$ cat src/logic/mmu_pkg.sv
// MMU shared types and widths

package mmu_pkg;

    // ------------------------------------------------------------------------
    // Address geometry
    // ------------------------------------------------------------------------
    localparam int unsigned VADDR_WIDTH = 39;
    localparam int unsigned PADDR_WIDTH = 40;
    localparam int unsigned PAGE_OFFSET = 12;
    localparam int unsigned VPN_WIDTH   = VADDR_WIDTH - PAGE_OFFSET;
    localparam int unsigned PPN_WIDTH   = PADDR_WIDTH - PAGE_OFFSET;

    typedef logic [VPN_WIDTH-1:0]   vpn_t;
    typedef logic [PPN_WIDTH-1:0]   ppn_t;
    typedef logic [PADDR_WIDTH-1:0] paddr_t;
    typedef logic [63:0]            word_t;

    // RISC-V privilege encoding without the hypervisor level
    typedef enum logic [1:0] {
        PRIV_U = 2'b00,
        PRIV_S = 2'b01,
        PRIV_M = 2'b11
    } priv_lvl_t;

    typedef enum logic [1:0] {
        ACC_FETCH = 2'b00,
        ACC_LOAD  = 2'b01,
        ACC_STORE = 2'b10
    } access_t;

    // ------------------------------------------------------------------------
    // Page table entry in RISC-V bit positions
    // ------------------------------------------------------------------------
    typedef struct packed {
        logic [25:0] reserved;
        ppn_t        ppn;
        logic [1:0]  rsw;
        logic        d;
        logic        a;
        logic        g;
        logic        u;
        logic        x;
        logic        w;
        logic        r;
        logic        v;
    } pte_t;

    // ------------------------------------------------------------------------
    // Lookup, walk and memory traffic
    // ------------------------------------------------------------------------
    typedef struct packed {
        logic    valid;
        vpn_t    vpn;
        access_t access;
    } tlb_req_t;

    typedef struct packed {
        logic hit;
        logic miss;
        ppn_t ppn;
        logic xcpt;
    } tlb_resp_t;

    typedef struct packed {
        logic valid;
        vpn_t vpn;
    } walk_req_t;

    typedef struct packed {
        logic valid;
        logic fault;
        pte_t pte;
    } walk_fill_t;

    typedef struct packed {
        paddr_t addr;
    } mem_req_t;

endpackage

$ cat src/logic/tlb.sv
// Fully associative TLB

`timescale 1ns/1ps

module tlb
    import mmu_pkg::*;
#(
    parameter int unsigned TlbEntries = 8
)(
    input  logic       clk_i,
    input  logic       rst_n_i,
    input  logic       flush_i,
    input  priv_lvl_t  priv_lvl_i,
    input  logic       vm_enable_i,

    // Lookup port
    input  tlb_req_t   req_i,
    output tlb_resp_t  resp_o,

    // Walker port
    output walk_req_t  walk_req_o,
    input  walk_fill_t fill_i
);

    localparam int unsigned IdxW = (TlbEntries > 1) ? $clog2(TlbEntries) : 1;

    // Entry storage
    logic [TlbEntries-1:0] entry_valid_q;
    vpn_t                  entry_vpn_q [TlbEntries];
    pte_t                  entry_pte_q [TlbEntries];
    logic [IdxW-1:0]       victim_q;

    // Faulting walk waiting to be reported
    logic                  fault_q;
    vpn_t                  fault_vpn_q;

    logic                  match;
    pte_t                  match_pte;
    logic                  acc_ok;
    logic                  mode_ok;
    logic                  perm_fault;
    logic                  fault_hit;
    logic                  install;
    logic                  fill_fault;

    // ------------------------------------------------------------------------
    // Lookup
    // ------------------------------------------------------------------------
    always_comb begin
        match     = 1'b0;
        match_pte = '0;
        for (int i = 0; i < TlbEntries; i++) begin
            if (entry_valid_q[i] && (entry_vpn_q[i] == req_i.vpn)) begin
                match     = 1'b1;
                match_pte = entry_pte_q[i];
            end
        end
    end

    // Permission check on the matching entry
    always_comb begin
        case (req_i.access)
            ACC_FETCH: acc_ok = match_pte.x;
            ACC_LOAD:  acc_ok = match_pte.r;
            default:   acc_ok = match_pte.w;
        endcase

        case (priv_lvl_i)
            PRIV_U:  mode_ok = match_pte.u;
            PRIV_S:  mode_ok = !match_pte.u;
            default: mode_ok = 1'b1;
        endcase

        // M mode ignores both checks
        perm_fault = (priv_lvl_i != PRIV_M) && !(acc_ok && mode_ok);
    end

    assign fault_hit = fault_q && req_i.valid && (req_i.vpn == fault_vpn_q);

    always_comb begin
        resp_o.hit  = req_i.valid && (!vm_enable_i || match);
        resp_o.miss = req_i.valid && vm_enable_i && !match;
        resp_o.ppn  = vm_enable_i ? match_pte.ppn : ppn_t'(req_i.vpn);
        resp_o.xcpt = req_i.valid && vm_enable_i &&
                      ((match && perm_fault) || (!match && fault_hit));
    end

    // Miss stays raised until the fill lands or a fault is reported
    assign walk_req_o.valid = resp_o.miss && !fault_hit;
    assign walk_req_o.vpn   = req_i.vpn;

    // ------------------------------------------------------------------------
    // Fill and flush
    // ------------------------------------------------------------------------
    assign install    = fill_i.valid && !fill_i.fault && fill_i.pte.v;
    assign fill_fault = fill_i.valid && (fill_i.fault || !fill_i.pte.v);

    always_ff @(posedge clk_i) begin
        if (!rst_n_i) begin
            entry_valid_q <= '0;
            victim_q      <= '0;
            fault_q       <= 1'b0;
        end else begin
            if (flush_i) begin
                entry_valid_q <= '0;
            end else if (install) begin
                entry_valid_q[victim_q] <= 1'b1;
            end

            // Round-robin replacement
            if (install) begin
                if (victim_q == IdxW'(TlbEntries - 1)) begin
                    victim_q <= '0;
                end else begin
                    victim_q <= victim_q + 1'b1;
                end
            end

            // Held until the requester moves on
            if (fill_fault) begin
                fault_q <= 1'b1;
            end else if (!fault_hit) begin
                fault_q <= 1'b0;
            end
        end
    end

    // Requester holds its VPN while the walk is out
    always_ff @(posedge clk_i) begin
        if (install) begin
            entry_vpn_q[victim_q] <= req_i.vpn;
            entry_pte_q[victim_q] <= fill_i.pte;
        end
        if (fill_fault) begin
            fault_vpn_q <= req_i.vpn;
        end
    end

endmodule

$ cat src/logic/page_walker.sv
// Single-level page table walker

`timescale 1ns/1ps

module page_walker
    import mmu_pkg::*;
#(
    parameter int unsigned MemWords = 2
)(
    input  logic                  clk_i,
    input  logic                  rst_n_i,
    input  paddr_t                pt_base_i,

    // TLB side
    input  walk_req_t             itlb_walk_i,
    input  walk_req_t             dtlb_walk_i,
    output walk_fill_t            itlb_fill_o,
    output walk_fill_t            dtlb_fill_o,

    // Memory request with valid/ready
    output logic                  mem_req_valid_o,
    output mem_req_t              mem_req_o,
    input  logic                  mem_req_ready_i,

    // Memory response without back-pressure
    input  logic                  mem_resp_valid_i,
    input  word_t [MemWords-1:0]  mem_resp_data_i
);

    localparam int unsigned SelW = (MemWords > 1) ? $clog2(MemWords) : 1;

    typedef enum logic [1:0] {
        WALK_IDLE,
        WALK_REQ,
        WALK_WAIT
    } walk_state_e;

    walk_state_e     state_q;
    logic            fill_valid_q;

    // Walk context
    logic            owner_dtlb_q;
    paddr_t          pte_addr_q;
    pte_t            fill_pte_q;

    logic            walk_start;
    vpn_t            sel_vpn;
    logic [SelW-1:0] word_sel;
    logic            resp_take;

    // ------------------------------------------------------------------------
    // Arbitration with dTLB priority
    // ------------------------------------------------------------------------
    assign walk_start = (state_q == WALK_IDLE) && (dtlb_walk_i.valid || itlb_walk_i.valid);
    assign sel_vpn    = dtlb_walk_i.valid ? dtlb_walk_i.vpn : itlb_walk_i.vpn;

    // Response accepted once and the fill goes out the next cycle
    assign resp_take  = (state_q == WALK_WAIT) && mem_resp_valid_i && !fill_valid_q;

    // Word position inside the response block
    assign word_sel = (MemWords == 1) ? '0 : pte_addr_q[3 +: SelW];

    // ------------------------------------------------------------------------
    // Control FSM
    // ------------------------------------------------------------------------
    always_ff @(posedge clk_i) begin
        if (!rst_n_i) begin
            state_q      <= WALK_IDLE;
            fill_valid_q <= 1'b0;
        end else begin
            fill_valid_q <= 1'b0;
            case (state_q)
                WALK_IDLE: begin
                    if (walk_start) begin
                        state_q <= WALK_REQ;
                    end
                end
                WALK_REQ: begin
                    // Request held until accepted
                    if (mem_req_ready_i) begin
                        state_q <= WALK_WAIT;
                    end
                end
                WALK_WAIT: begin
                    // Leave after the fill pulse so the TLB has installed
                    if (fill_valid_q) begin
                        state_q <= WALK_IDLE;
                    end else if (mem_resp_valid_i) begin
                        fill_valid_q <= 1'b1;
                    end
                end
                default: begin
                    state_q <= WALK_IDLE;
                end
            endcase
        end
    end

    // ------------------------------------------------------------------------
    // Datapath
    // ------------------------------------------------------------------------
    always_ff @(posedge clk_i) begin
        if (walk_start) begin
            owner_dtlb_q <= dtlb_walk_i.valid;
            // PTE address is base plus VPN times eight
            pte_addr_q   <= pt_base_i + (paddr_t'(sel_vpn) << 3);
        end
        if (resp_take) begin
            fill_pte_q <= mem_resp_data_i[word_sel];
        end
    end

    assign mem_req_valid_o = (state_q == WALK_REQ);
    assign mem_req_o.addr  = pte_addr_q;

    // Fill steered back to whichever TLB started the walk
    always_comb begin
        itlb_fill_o.valid = fill_valid_q && !owner_dtlb_q;
        itlb_fill_o.fault = !fill_pte_q.v;
        itlb_fill_o.pte   = fill_pte_q;

        dtlb_fill_o.valid = fill_valid_q && owner_dtlb_q;
        dtlb_fill_o.fault = !fill_pte_q.v;
        dtlb_fill_o.pte   = fill_pte_q;
    end

endmodule

$ cat src/logic/mmu_tile.sv
// MMU tile top level

`timescale 1ns/1ps

module mmu_tile
    import mmu_pkg::*;
#(
    parameter int unsigned TlbEntries = 8,
    parameter int unsigned MemWords   = 2
)(
    input  logic                  clk_i,
    input  logic                  rst_n_i,
    input  logic                  flush_i,
    input  priv_lvl_t             priv_lvl_i,
    input  logic                  vm_enable_i,
    input  paddr_t                pt_base_i,

    // Instruction side lookup
    input  tlb_req_t              itlb_req_i,
    output tlb_resp_t             itlb_resp_o,

    // Data side lookup
    input  tlb_req_t              dtlb_req_i,
    output tlb_resp_t             dtlb_resp_o,

    // Page table memory
    output logic                  mem_req_valid_o,
    output mem_req_t              mem_req_o,
    input  logic                  mem_req_ready_i,
    input  logic                  mem_resp_valid_i,
    input  word_t [MemWords-1:0]  mem_resp_data_i
);

    // TLB and walker links
    walk_req_t  itlb_walk;
    walk_req_t  dtlb_walk;
    walk_fill_t itlb_fill;
    walk_fill_t dtlb_fill;

    // ------------------------------------------------------------------------
    // Translation buffers
    // ------------------------------------------------------------------------
    tlb #(
        .TlbEntries (TlbEntries)
    ) itlb (
        .clk_i       (clk_i),
        .rst_n_i     (rst_n_i),
        .flush_i     (flush_i),
        .priv_lvl_i  (priv_lvl_i),
        .vm_enable_i (vm_enable_i),
        .req_i       (itlb_req_i),
        .resp_o      (itlb_resp_o),
        .walk_req_o  (itlb_walk),
        .fill_i      (itlb_fill)
    );

    tlb #(
        .TlbEntries (TlbEntries)
    ) dtlb (
        .clk_i       (clk_i),
        .rst_n_i     (rst_n_i),
        .flush_i     (flush_i),
        .priv_lvl_i  (priv_lvl_i),
        .vm_enable_i (vm_enable_i),
        .req_i       (dtlb_req_i),
        .resp_o      (dtlb_resp_o),
        .walk_req_o  (dtlb_walk),
        .fill_i      (dtlb_fill)
    );

    // ------------------------------------------------------------------------
    // Shared walker
    // ------------------------------------------------------------------------
    page_walker #(
        .MemWords (MemWords)
    ) walker (
        .clk_i            (clk_i),
        .rst_n_i          (rst_n_i),
        .pt_base_i        (pt_base_i),
        .itlb_walk_i      (itlb_walk),
        .dtlb_walk_i      (dtlb_walk),
        .itlb_fill_o      (itlb_fill),
        .dtlb_fill_o      (dtlb_fill),
        .mem_req_valid_o  (mem_req_valid_o),
        .mem_req_o        (mem_req_o),
        .mem_req_ready_i  (mem_req_ready_i),
        .mem_resp_valid_i (mem_resp_valid_i),
        .mem_resp_data_i  (mem_resp_data_i)
    );

endmodule

$ cat config.mk
export PLATFORM = sky130hd
export DESIGN_NAME = mmu_tile
export DESIGN_NICKNAME = d
export VERILOG_FILES = /design/src/logic/mmu_pkg.sv /design/src/logic/tlb.sv /design/src/logic/page_walker.sv /design/src/logic/mmu_tile.sv
export SDC_FILE = /design/constraint.sdc
export NUM_CORES = 2
export LEC_CHECK = 0
export ABC_AREA = 1
export BUFFER_PORTS_ARGS = -buffer_cell sky130_fd_sc_hd__buf_2
export CORE_AREA = 5 5 422 424
export CTS_BUF_LIST = sky130_fd_sc_hd__clkbuf_2
export CTS_CLUSTER_DIAMETER = 40
export DETAILED_ROUTE_END_ITERATION = 7
export DIE_AREA = 0 0 427 429
export PLACE_DENSITY = 0.51
export SYNTH_ARGS = -nofsm -noshare
export SYNTH_HDL_FRONTEND = slang
export SYNTH_HIERARCHICAL = 1
export SYNTH_SLANG_ARGS = --single-unit
export TNS_END_PERCENT = 100
$ cat constraint.sdc
create_clock -name clk_i -period 6.9 [get_ports clk_i]
set_input_delay 1.035 -clock clk_i [delete_from_list [all_inputs] [get_ports clk_i]]
set_output_delay 1.035 -clock clk_i [all_outputs]
set_load 0.02 [all_outputs]
==> results.sh <==
export IMPL_grt_start_max_net_pins=61
export IMPL_post_dp_cell_area_mm2=0.05370
export IMPL_clk_path_buf_depth=4
export IMPL_start_kind="input pin"
export IMPL_grt_pass1_vias=36120
export IMPL_cts_reportedPaths_clkPinSlew_ns=0.10
export IMPL_crit_chain="dlygate4sd3_1, buf_2, inv_1, nand2_1, nand4_1, nor2_1, nand3_1, nor2_4, inv_2, buf_4, o21ai_0, a21oi_1, o221ai_1, nand2_1, nand2_1, o21ai_1, buf_2"
export IMPL_drt_drc_violations_left=0
export IMPL_min_period_ns=6.374
export IMPL_required_ns=5.86
export IMPL_synth_fp_nets=4966
export IMPL_startpoint="itlb_req_i[20]"
export IMPL_maxCapViolations=0
export IMPL_worst_pin_slew_ns=1.170
export IMPL_vias=36810
export IMPL_run_status="finished, final reports clean"
export IMPL_drive_gt1_frac=0.1882
export IMPL_p_total_mw=13.03
export IMPL_clockRootBuffer="clkbuf_2"
export IMPL_cp_num_buf_inv=6
export IMPL_start_util=0.2903
export IMPL_drtAntennaViolNets=0
export IMPL_io_buffers=276
export IMPL_ios=339
export IMPL_clock_latency_ns=1.66
export IMPL_fmax_ghz=0.1569
export IMPL_dp_hpwl_um=109400
export IMPL_final_hold_violation_count=0
export IMPL_holdCritPathClass="input pin to flop"
export IMPL_drv_slew=0
export IMPL_post_cts_buffers=0
export IMPL_postSynthAreaPerCell_um2=10.72
export IMPL_crit_top_cell="nand2_1"
export IMPL_rows=153
export IMPL_yosys_warnings=6
export IMPL_wl_per_cell_um=21.79
export IMPL_powerDensity_mw_per_mm2=223.9
export IMPL_grt_ovfl_total=0
export IMPL_leakagePower_nw=23.13
export IMPL_die_area_mm2=0.1832
export IMPL_worstPathMaxFanout=21
export IMPL_ir_drop_mv=0.1250
export IMPL_syn_inst=4698
export IMPL_rsz0062_at_grt="no"
export IMPL_max_stage_delay_ns=0.55
export IMPL_fin_ws_ns=0.5259
export IMPL_cts_tree="yes"
export IMPL_viasPerCell=4.694
export IMPL_setup_viol=0
export IMPL_syn_area_mm2=0.05035
export IMPL_first_pass_iters=6
export IMPL_gp_congestion=0.8970
export IMPL_die_x_um=427
export IMPL_drt_initial_drc_count=3019
export IMPL_regToRegStartpoint="dtlb/entry_vpn_q[4][4]$_DFFE_PP_"
export IMPL_grtUsageTotal=0.1821
export IMPL_path_class="input pin to primary output"
export IMPL_crit_slowest_cell="buf_2"
export IMPL_fin_setup_tns_ns=0
export IMPL_dp_cells=7135
export IMPL_cts_resized=0
export IMPL_skew_ns=0.1556
export IMPL_stdcell_count=7843
export IMPL_cp_arrival_ns=5.34
export IMPL_core_area_mm2=0.1734
export IMPL_cts_sinks=1099
export IMPL_layout_worst_path_cycle_share=0.9238
export IMPL_cts_made_buffers=306
export IMPL_cpLargestDelayFamily="buffers and inverters"
export IMPL_die_h_um=429
export IMPL_cts_htree_levels=5
export IMPL_grt_first_pass_wirelength_um=244800
export IMPL_slew_headroom=0.2190
export IMPL_grt_antenna_before_repair=17
export IMPL_worstHoldStart="dtlb_req_i[21]"
export IMPL_stdcell_area_mm2=0.05818
export IMPL_pre_cts_ws_ns=1.038
export IMPL_end_kind="primary output"
export IMPL_fin_nets=5576
export IMPL_routed_wl_um=170900
export IMPL_area_delta_synth_final_pct=15.54
-- through the flow --
step | util | hold slack (ns)
2_1_floorplan | - | 0.4337
3_3_place_gp | 0.3096 | 0.4445
3_5_place_dp | 0.3096 | 0.4555
4_1_cts | 0.3352 | 0.001442
5_1_grt | 0.3354 | 0.08081
6_report | 0.3354 | 0.2664
-- cells in the final DEF, fill, tap and decap left out, types with 6 or more instances in the layout --
cell type / n
buf_4: 100
diode_2: 13
buf_2: 276
nor3_1: 36
xor2_1: 79
a22o_1: 8
nand2_1: 1371
nand4_1: 49
clkbuf_2: 450
nor2_4: 28
ha_1: 31
edfxtp_1: 1072
dlygate4sd3_1: 190
inv_1: 349
o21bai_1: 6
dfxtp_1: 27
clkinv_1: 44
nor2_1: 418
a21oi_1: 219
o21ai_0: 151
inv_2: 68
clkinv_2: 6
nand3_2: 29
o21ai_1: 64
mux2_2: 33
xnor2_1: 79
o22ai_1: 40
o221ai_1: 56
nand3_1: 120
nor2_2: 9
nand2_2: 18
nor4_1: 13
or2_2: 8
-- power by group --
group          switching [mW]  internal [mW]
combinational           0.731          0.367
clock                    2.74           1.82
sequential             0.0368           7.33
total                    3.50           9.52
-- routing by layer --
layer,global-route usage,share of wire,vias to the layer above
met5,0,0,-
met4,0.07031,0.036,0
met3,0.03195,0.061,289
met2,0.3076,0.49,1309
met1,0.2323,0.41,17970
li1,-,-,17250
-- worst paths after layout --
path | end | slack (ns) | depth (start not counted)
max reg2reg | walker/mem_req_o[33]$_DFFE_PP_ | 1.39 | 26
max | itlb_resp_o[15] | 0.53 | 17
min reg2reg | dtlb/entry_valid_q[0]$_SDFFE_PP0P_ | 0.48 | 2
min | dtlb/entry_vpn_q[5][19]$_DFFE_PP_ | 0.27 | 2
-- flip-flops by register name, summed over array words and instances (netlist names), 3 cells and up --
name and cells:
dtlb/entry_pte_q 256, dtlb/entry_valid_q 8, dtlb/entry_vpn_q 216, dtlb/fault_vpn_q 27, dtlb/victim_q 3, itlb/entry_pte_q 256
itlb/entry_valid_q 8, itlb/entry_vpn_q 216, itlb/fault_vpn_q 27, itlb/victim_q 3, walker/dtlb_fill_o 33, walker/mem_req_o 40
-- what timing repair did --
action | CTS | global route
setup endpoints to repair | 0 | 0
hold buffers | 190 | 0
endpoints found under the hold margin | 591 | 0
-- final cells by class --
type	count	area, µm²
inverter	415	1558
clock inverter	55	292.8
tap	2325	2909
antenna	13	32.53
timing repair buffer	568	4074
sequential	1099	32730
multi-input combinational	2918	14330
clock buffer	450	2252
fill	17910	115300
-- worst reg2reg max path, cell delays in order, from the launching register on --
cell and delay (ns):
edfxtp_1 0.42, nand2_1 0.08, o21ai_0 0.08, nor3_1 0.22, nand2_1 0.07, nor2_1 0.34, nand2_2 0.15, nand2_1 0.27
nor2_1 0.09, nand3_1 0.17, nor2_1 0.12, nand2_1 0.11, nor2_2 0.05, buf_4 0.21, nand2_1 0.11, nand2_1 0.11
ha_1 0.41, a21oi_1 0.32, o21ai_0 0.18, inv_1 0.08, nand2_1 0.08, a21oi_1 0.23, nand2_1 0.09, nand2_1 0.06
dlygate4sd3_1 0.53, nand2_1 0.05, dlygate4sd3_1 0.54
(Power assumes the default switching activity.)
